`config.mk`:
```
export PLATFORM = sky130hd
export DESIGN_NAME = gate_array_top
export DESIGN_NICKNAME = d
export VERILOG_FILES = /design/src/design/ctrl_pkg.sv /design/src/design/io_map_pkg.sv /design/src/design/gate_array_top.sv /design/src/design/int_ctrl.sv /design/src/design/config_regs.sv /design/src/design/bus_front.sv
export SDC_FILE = /design/constraint.sdc
export NUM_CORES = 1
export LEC_CHECK = 0
export BUFFER_PORTS_ARGS = -buffer_cell sky130_fd_sc_hd__clkbuf_2
export CORE_ASPECT_RATIO = 1.1
export CORE_MARGIN = 8
export CORE_UTILIZATION = 30
export CTS_CLUSTER_SIZE = 16
export DETAILED_ROUTE_END_ITERATION = 12
export PLACE_DENSITY = 0.57
export SLEW_MARGIN = 40
export SYNTH_ARGS = -nofsm -noshare
export SYNTH_HDL_FRONTEND = slang
export SYNTH_HIERARCHICAL = 1
export SYNTH_SLANG_ARGS = --single-unit
```
`constraint.sdc`:
```
create_clock -name clk_sys -period 1.9 [get_ports clk_sys]
set_clock_uncertainty 0.1 [all_clocks]
set_input_delay 0.095 -clock clk_sys [delete_from_list [all_inputs] [get_ports clk_sys]]
set_output_delay 0.095 -clock clk_sys [all_outputs]
set_load 0.03 [all_outputs]
```
`src/design/ctrl_pkg.sv`:
```
// Control and status types for the gate array, with address and timer constants
`default_nettype none

package ctrl_pkg;

    // Address translation widths
    localparam int PAGE_BITS     = 4;    // 16 pages of 16 KB
    localparam int OFFSET_BITS   = 14;   // Offset inside a window
    localparam int RAM_ADDR_BITS = 18;   // 256 KB of RAM

    // Missed 300 Hz ticks, saturates at all ones
    localparam int MISS_BITS = 4;

    // Cycles from a port F4 read until the timer state is cleared
    localparam int TIMER_CLEAR_CYCLES = 32;

    // F7 after reset: inverse set, video enable bit low
    localparam logic [7:0] VIDMODE_RESET = 8'h80;

    typedef struct packed {
        logic [7:0] roller_ptr;
        logic [7:0] yscroll;
        logic       inverse;
        logic       disable_vid;    // High blanks the display
    } video_ctrl_t;

    typedef struct packed {
        logic disk_to_nmi;      // Floppy interrupt routed to NMI
        logic disk_to_int;      // Floppy interrupt routed to INT
        logic tc;               // Terminal count to the FDC
        logic motor;
        logic speaker_enable;
    } sys_ctrl_t;

    typedef struct packed {
        logic                 fdc_latch;
        logic [MISS_BITS-1:0] miss_count;
    } int_status_t;

endpackage

`default_nettype wire

```
`src/design/io_map_pkg.sv`:
```
// I/O map for the system control block: port numbers, command codes and bus payloads
`default_nettype none

package io_map_pkg;

    // Paging windows, one per 16 KB CPU bank
    localparam logic [7:0] PORT_PAGE0     = 8'hF0;
    localparam logic [7:0] PORT_PAGE1     = 8'hF1;
    localparam logic [7:0] PORT_PAGE2     = 8'hF2;
    localparam logic [7:0] PORT_PAGE3     = 8'hF3;
    localparam logic [7:0] PORT_TIMER_ACK = 8'hF4;  // Read returns status, starts timer clear
    localparam logic [7:0] PORT_ROLLER    = 8'hF5;  // Roller RAM pointer
    localparam logic [7:0] PORT_YSCROLL   = 8'hF6;
    localparam logic [7:0] PORT_VIDMODE   = 8'hF7;  // Inverse and disable bits
    localparam logic [7:0] PORT_STATUS    = 8'hF8;  // Status read, command write

    // Low nibble of a port F8 write
    localparam logic [3:0] CMD_DISK_NMI  = 4'd2;
    localparam logic [3:0] CMD_DISK_INT  = 4'd3;
    localparam logic [3:0] CMD_DISK_OFF  = 4'd4;   // Floppy disconnected from INT and NMI
    localparam logic [3:0] CMD_TC_SET    = 4'd5;
    localparam logic [3:0] CMD_TC_CLR    = 4'd6;
    localparam logic [3:0] CMD_MOTOR_ON  = 4'd9;
    localparam logic [3:0] CMD_MOTOR_OFF = 4'd10;
    localparam logic [3:0] CMD_SPK_ON    = 4'd11;
    localparam logic [3:0] CMD_SPK_OFF   = 4'd12;

    // Bus floats high on writes and on ports nobody decodes
    localparam logic [7:0] IDLE_READ_DATA = 8'hFF;

    typedef struct packed {
        logic       wr;     // 1 = OUT, 0 = IN
        logic [7:0] port;   // Low byte of the I/O address
        logic [7:0] data;   // Write data, ignored on reads
    } io_req_t;

    typedef struct packed {
        logic [7:0] data;
    } io_rsp_t;

endpackage

`default_nettype wire
```
`src/design/gate_array_top.sv`:
```
// Gate array system control top: bus front end, configuration registers and interrupts
`timescale 1ns/1ns
`default_nettype none

module gate_array_top (
    input  wire                      clk_sys,
    input  wire                      reset,
    input  wire                      req_valid,
    input  wire io_map_pkg::io_req_t req,
    output logic                     req_ready,
    output logic                     rsp_valid,
    input  wire                      rsp_ready,
    output io_map_pkg::io_rsp_t      rsp,
    input  wire [15:0]               cpu_addr,
    output logic [ctrl_pkg::RAM_ADDR_BITS-1:0] ram_addr,
    output ctrl_pkg::video_ctrl_t    video_ctrl,
    output ctrl_pkg::sys_ctrl_t      sys_ctrl,
    input  wire                      timer_tick,
    input  wire                      fdc_int,
    input  wire                      iff1,
    input  wire                      vblank,
    input  wire                      ntsc,
    output logic                     int_req,
    output logic                     nmi_req
);

    logic                  wr_valid;
    io_map_pkg::io_req_t   wr_req;
    logic                  timer_ack;
    logic                  mode_change;
    ctrl_pkg::int_status_t int_status;

    bus_front u_bus_front (
        .clk_sys, .reset, .req_valid, .req, .req_ready, .rsp_valid, .rsp_ready, .rsp,
        .int_status, .vblank, .ntsc, .wr_valid, .wr_req, .timer_ack
    );

    config_regs u_config_regs (
        .clk_sys, .reset, .wr_valid, .wr_req, .cpu_addr,
        .ram_addr, .video_ctrl, .sys_ctrl, .mode_change
    );

    int_ctrl u_int_ctrl (
        .clk_sys, .reset, .timer_tick, .fdc_int, .iff1, .sys_ctrl, .mode_change,
        .timer_ack, .int_status, .int_req, .nmi_req
    );

endmodule

`default_nettype wire

```
`src/design/int_ctrl.sv`:
```
// Interrupt control: 300 Hz timer with miss count, floppy latch, NMI flag and INT lines
`timescale 1ns/1ns
`default_nettype none

module int_ctrl (
    input  wire                      clk_sys,
    input  wire                      reset,
    input  wire                      timer_tick,    // 300 Hz from video timing
    input  wire                      fdc_int,       // Floppy controller interrupt
    input  wire                      iff1,          // CPU interrupt enable
    input  wire ctrl_pkg::sys_ctrl_t sys_ctrl,
    input  wire                      mode_change,
    input  wire                      timer_ack,     // Port F4 read accepted
    output ctrl_pkg::int_status_t    int_status,
    output logic                     int_req,
    output logic                     nmi_req
);

    // Input sampling and edge detect
    logic timer_q, timer_d;
    logic fdc_q, fdc_d;
    logic timer_rise;
    logic fdc_rise, fdc_fall;

    logic nmi_flag;         // Pending disk NMI, released on the next tick
    logic timer_line;
    logic int_line;         // Disk interrupt on INT
    logic nmi_line;
    logic clear_active;     // Timer clear countdown running
    logic [$clog2(ctrl_pkg::TIMER_CLEAR_CYCLES)-1:0] clear_count;

    assign timer_rise = timer_q & ~timer_d;
    assign fdc_rise   = fdc_q & ~fdc_d;
    assign fdc_fall   = ~fdc_q & fdc_d;

    always_ff @(posedge clk_sys)
    begin
        timer_q <= timer_tick;
        timer_d <= timer_q;
        fdc_q   <= fdc_int;
        fdc_d   <= fdc_q;
    end

    always_ff @(posedge clk_sys)
    begin
        if (reset)
        begin
            int_status   <= '0;
            nmi_flag     <= 1'b0;
            timer_line   <= 1'b0;
            int_line     <= 1'b0;
            nmi_line     <= 1'b0;
            clear_active <= 1'b0;
            clear_count  <= '0;
        end
        else
        begin
            if (timer_rise)
            begin
                if (~&int_status.miss_count)
                    int_status.miss_count <= int_status.miss_count + 1'b1;  // Saturates
                timer_line <= iff1;
                nmi_line   <= nmi_flag;             // NMI only fires on a tick
                int_line   <= sys_ctrl.disk_to_int & int_status.fdc_latch & iff1;
            end

            if (fdc_rise)
            begin
                int_status.fdc_latch <= 1'b1;
                if (sys_ctrl.disk_to_nmi)
                    nmi_flag <= 1'b1;
            end
            else if (fdc_fall)
                int_status.fdc_latch <= 1'b0;

            // Delayed clear after status acknowledge, a new ack restarts it
            if (timer_ack)
            begin
                clear_active <= 1'b1;
                clear_count  <= '0;
            end
            else if (clear_active)
            begin
                if (clear_count == $bits(clear_count)'(ctrl_pkg::TIMER_CLEAR_CYCLES - 1))
                begin
                    clear_active          <= 1'b0;
                    timer_line            <= 1'b0;   // Wins over a tick in the same cycle
                    int_status.miss_count <= '0;
                end
                else
                    clear_count <= clear_count + 1'b1;
            end

            // Routing change drops whatever the new mode no longer uses
            if (mode_change)
            begin
                if (sys_ctrl.disk_to_nmi)
                    int_line <= 1'b0;
                else if (sys_ctrl.disk_to_int)
                    nmi_flag <= 1'b0;
                else
                begin
                    int_line <= 1'b0;
                    nmi_flag <= 1'b0;
                end
            end
        end
    end

    assign int_req = int_line | timer_line;    // Disk and timer share INT
    assign nmi_req = nmi_line;

endmodule

`default_nettype wire

```
`src/design/config_regs.sv`:
```
// Paging and video registers, system command decoder and CPU to RAM address mapping
`timescale 1ns/1ns
`default_nettype none

module config_regs (
    input  wire                      clk_sys,
    input  wire                      reset,
    input  wire                      wr_valid,      // Accepted write this cycle
    input  wire io_map_pkg::io_req_t wr_req,
    input  wire [15:0]               cpu_addr,
    output logic [ctrl_pkg::RAM_ADDR_BITS-1:0] ram_addr,
    output ctrl_pkg::video_ctrl_t    video_ctrl,
    output ctrl_pkg::sys_ctrl_t      sys_ctrl,
    output logic                     mode_change    // Disk routing changed last cycle
);

    logic [ctrl_pkg::PAGE_BITS-1:0] page_reg [4];   // One per 16 KB window
    logic [3:0]                     cmd;
    logic [1:0]                     window;

    assign cmd    = wr_req.data[3:0];
    assign window = cpu_addr[15:ctrl_pkg::OFFSET_BITS];    // Top two CPU address bits

    // Page number from the selected window, offset passes straight through
    assign ram_addr = {page_reg[window], cpu_addr[ctrl_pkg::OFFSET_BITS-1:0]};

    always_ff @(posedge clk_sys)
    begin
        if (reset)
        begin
            for (int i = 0; i < 4; i++)
                page_reg[i] <= '0;
            video_ctrl.roller_ptr  <= 8'h00;
            video_ctrl.yscroll     <= 8'h00;
            video_ctrl.inverse     <= ctrl_pkg::VIDMODE_RESET[7];
            video_ctrl.disable_vid <= ~ctrl_pkg::VIDMODE_RESET[6];  // Bit 6 is an enable
            sys_ctrl    <= '0;
            mode_change <= 1'b0;
        end
        else
        begin
            mode_change <= 1'b0;
            if (wr_valid)
            begin
                case (wr_req.port)
                    // F0 to F3, low port bits pick the window
                    io_map_pkg::PORT_PAGE0, io_map_pkg::PORT_PAGE1,
                    io_map_pkg::PORT_PAGE2, io_map_pkg::PORT_PAGE3:
                        page_reg[wr_req.port[1:0]] <= wr_req.data[ctrl_pkg::PAGE_BITS-1:0];
                    io_map_pkg::PORT_ROLLER:  video_ctrl.roller_ptr <= wr_req.data;
                    io_map_pkg::PORT_YSCROLL: video_ctrl.yscroll    <= wr_req.data;
                    io_map_pkg::PORT_VIDMODE:
                    begin
                        video_ctrl.inverse     <= wr_req.data[7];
                        video_ctrl.disable_vid <= ~wr_req.data[6];
                    end
                    io_map_pkg::PORT_STATUS:
                    begin
                        // System command nibble
                        case (cmd)
                            io_map_pkg::CMD_DISK_NMI:
                            begin
                                sys_ctrl.disk_to_nmi <= 1'b1;
                                sys_ctrl.disk_to_int <= 1'b0;   // No mode_change here
                            end
                            io_map_pkg::CMD_DISK_INT:
                            begin
                                sys_ctrl.disk_to_nmi <= 1'b0;
                                sys_ctrl.disk_to_int <= 1'b1;
                                mode_change          <= 1'b1;
                            end
                            io_map_pkg::CMD_DISK_OFF:
                            begin
                                sys_ctrl.disk_to_nmi <= 1'b0;
                                sys_ctrl.disk_to_int <= 1'b0;
                                mode_change          <= 1'b1;
                            end
                            io_map_pkg::CMD_TC_SET:    sys_ctrl.tc             <= 1'b1;
                            io_map_pkg::CMD_TC_CLR:    sys_ctrl.tc             <= 1'b0;
                            io_map_pkg::CMD_MOTOR_ON:  sys_ctrl.motor          <= 1'b1;
                            io_map_pkg::CMD_MOTOR_OFF: sys_ctrl.motor          <= 1'b0;
                            io_map_pkg::CMD_SPK_ON:    sys_ctrl.speaker_enable <= 1'b1;
                            io_map_pkg::CMD_SPK_OFF:   sys_ctrl.speaker_enable <= 1'b0;
                            default: ;  // Bootstrap end, reset and spare codes ignored
                        endcase
                    end
                    default: ;          // Other ports belong elsewhere
                endcase
            end
        end
    end

endmodule

`default_nettype wire

```
`src/design/bus_front.sv`:
```
// I/O request front end: handshake, held response and status byte assembly
`timescale 1ns/1ns
`default_nettype none

module bus_front (
    input  wire                    clk_sys,
    input  wire                    reset,
    // Request channel
    input  wire                    req_valid,
    input  wire io_map_pkg::io_req_t req,
    output logic                   req_ready,
    // Response channel
    output logic                   rsp_valid,
    input  wire                    rsp_ready,
    output io_map_pkg::io_rsp_t    rsp,
    // Status sources
    input  wire ctrl_pkg::int_status_t int_status,
    input  wire                    vblank,
    input  wire                    ntsc,
    // Strobes into the register and interrupt blocks
    output logic                   wr_valid,
    output io_map_pkg::io_req_t    wr_req,
    output logic                   timer_ack
);

    logic       accept;         // Handshake completes this cycle
    logic       status_read;    // IN from F8 or F4
    logic [7:0] status_byte;

    assign req_ready = ~rsp_valid | rsp_ready;     // Free slot, or the held one drains now
    assign accept    = req_valid & req_ready;

    assign status_read = ~req.wr &
                         ((req.port == io_map_pkg::PORT_STATUS) |
                          (req.port == io_map_pkg::PORT_TIMER_ACK));

    // Bit 7 always reads 0, ntsc is reported inverted
    assign status_byte = {1'b0, vblank, int_status.fdc_latch, ~ntsc, int_status.miss_count};

    // Strobes only fire in the acceptance cycle
    assign wr_valid  = accept & req.wr;
    assign wr_req    = req;
    assign timer_ack = accept & ~req.wr & (req.port == io_map_pkg::PORT_TIMER_ACK);

    // Response valid flag
    always_ff @(posedge clk_sys)
    begin
        if (reset)
            rsp_valid <= 1'b0;
        else if (accept)
            rsp_valid <= 1'b1;          // New response replaces a drained one
        else if (rsp_ready)
            rsp_valid <= 1'b0;
    end

    // Response payload, held until the next acceptance
    always_ff @(posedge clk_sys)
    begin
        if (accept)
            rsp.data <= status_read ? status_byte : io_map_pkg::IDLE_READ_DATA;
    end

endmodule

`default_nettype wire

```
==> results_dict.tcl <==
set metrics [dict create \
    post-route-period-util_pct 95.6 \
    grt_max_degree 37 \
    cts-root-buf "clkbuf_16" \
    hold_path_class "input pin to flop" \
    dr.pass1.iters 4 \
    cp_max_fo 5 \
    core_mm2 0.0108 \
    netlist_area_mm2 0.00326 \
    drtIter0Drc 84 \
    die_y_um 125 \
    placed_area_mm2 0.00360 \
    drc_errors 0 \
    wl_per_cell_um 14.3 \
    die_area_mm2 0.0145 \
    fin_util_pct 37.1 \
    crit_type "input pin to flop" \
    avgSynthCellArea_um2 10.7 \
    outcome "completed" \
    place_congestion 0.787 \
    antenna_found_initial 0 \
    leakage_uw 0.00158 \
    port_buffers 66 \
    final-hold-violation-count 0 \
    slew_headroom_pct 68.3 \
    power_density_mw_per_mm2 811 \
    clock_latency_ns 0.33 \
    ant_nets 0 \
    vias_per_cell 4.54 \
    cts_inserted_buffers 9 \
    design_area_mm2 0.00399 \
    track_usage_pct 10.7 \
    grt.overflow.total 0 \
    fin_crit_ns 1.82 \
    die_w_um 115 \
    final_common_cell "clkbuf_2" \
    post_cts_buffers 0 \
    end_kind "flop" \
    cts_tree "yes" \
    syn-num-nets 351 \
    grt_pass1_wl_um 11900 \
    max-vdd-ir-drop_uv 338 \
    syn_inst 305 \
    worst_pin_slew_ns 0.474 \
    clk_pin_slew_worst_paths_ns 0.05 \
    area_delta_synth_final_pct 22.2 \
    wirelength_um 7380 \
    rows 40 \
    io_pins 95 \
    cts_htree_levels 3 \
    fillerInstances 1081 \
    drive_gt1_share_pct 32.7 \
    largest_reg_flops 18 \
    grt_pass1_vias 2363 \
    maxCapViolations 0 \
    cp.arrival_ns 1.73 \
    cts.path.max_buffers 2 \
    rsz0062_at_grt "no" \
    nets 411 \
    required_ns 1.81 \
    finalMaxSlewViolations 0 \
    synth_warnings 6 \
    start_util_pct 30.3 \
    finalSetupViolCount 0 \
    startpoint_type "input pin" \
    clock-sinks 68 \
    dp_hpwl_um 5580 \
    mostFrequentLayoutCells "clkbuf_2, dfxtp_1, nor2_1, edfxtp_1, mux2i_1" \
    fmax_mhz 551 \
    num_antenna_cells 0 \
    via_count 2348 \
    fin_tns_setup_ns 0 \
]
[metal layers]
metal	GRT usage [%]	vias up	wire, µm
li1	-	1181	-
met3	3.90	15	340
met4	6.42	0	221
met5	0	-	0
met1	11.6	1105	3050
met2	17.4	47	3770
[cell type report]
cell class,instances,area (µm²),area share (%)
clock buffer,10,229,5.74
clock inverter,6,31.3,0.784
inverter,11,41.3,1.04
multi-input combinational,186,1370,34.2
sequential,68,1600,40.2
tap,147,184,4.61
timing repair buffer,89,534,13.4
[power breakdown]
part           total, µW  leakage [µW]  internal, µW  switching, µW
clock               1450      0.000129           867            582
combinational        249      0.000858          98.5            150
sequential          1540      0.000588          1530           10.7
total               3240       0.00158          2490            743
[worst max-delay path: stages]
cell and delay, ns:
dlygate4sd3_1 0.52, clkbuf_2 0.13, and3_2 0.24, nand3_4 0.14, nor3_2 0.30, a21o_1 0.30
[what timing repair did]
action,CTS,global route
resized for setup,0,3
hold endpoints to repair,17,0
setup endpoints to repair,0,3
hold buffers,11,0
[per-stage QoR]
stage | hold WS [ns] | worst slack (ns) | total power, µW | instances
after floorplan | 0.0227 | 0.0610 | 1780 | 305
after global placement | 0.0902 | 0.158 | 1800 | 490
after detailed placement | 0.0902 | 0.0974 | 1800 | 490
after CTS | 0.00574 | 0.0929 | 3280 | 517
after global routing | 0.00845 | 0.00223 | 3380 | 517
final | 0.0140 | 0.0843 | 3240 | 517
[final timing paths]
kind / start / to / slack (ns) / cells after the start
min: req[3] / u_config_regs/video_ctrl[13] / 0.01 / 3
max reg2reg: u_bus_front/rsp_valid / u_config_regs/page_reg[0][2] / 0.10 / 5
min reg2reg: u_int_ctrl/fdc_q / u_int_ctrl/fdc_d / 0.26 / 0
max: req_valid / u_config_regs/page_reg[0][2] / 0.08 / 6
No activity file was read; power rests on OpenSTA's default activity.
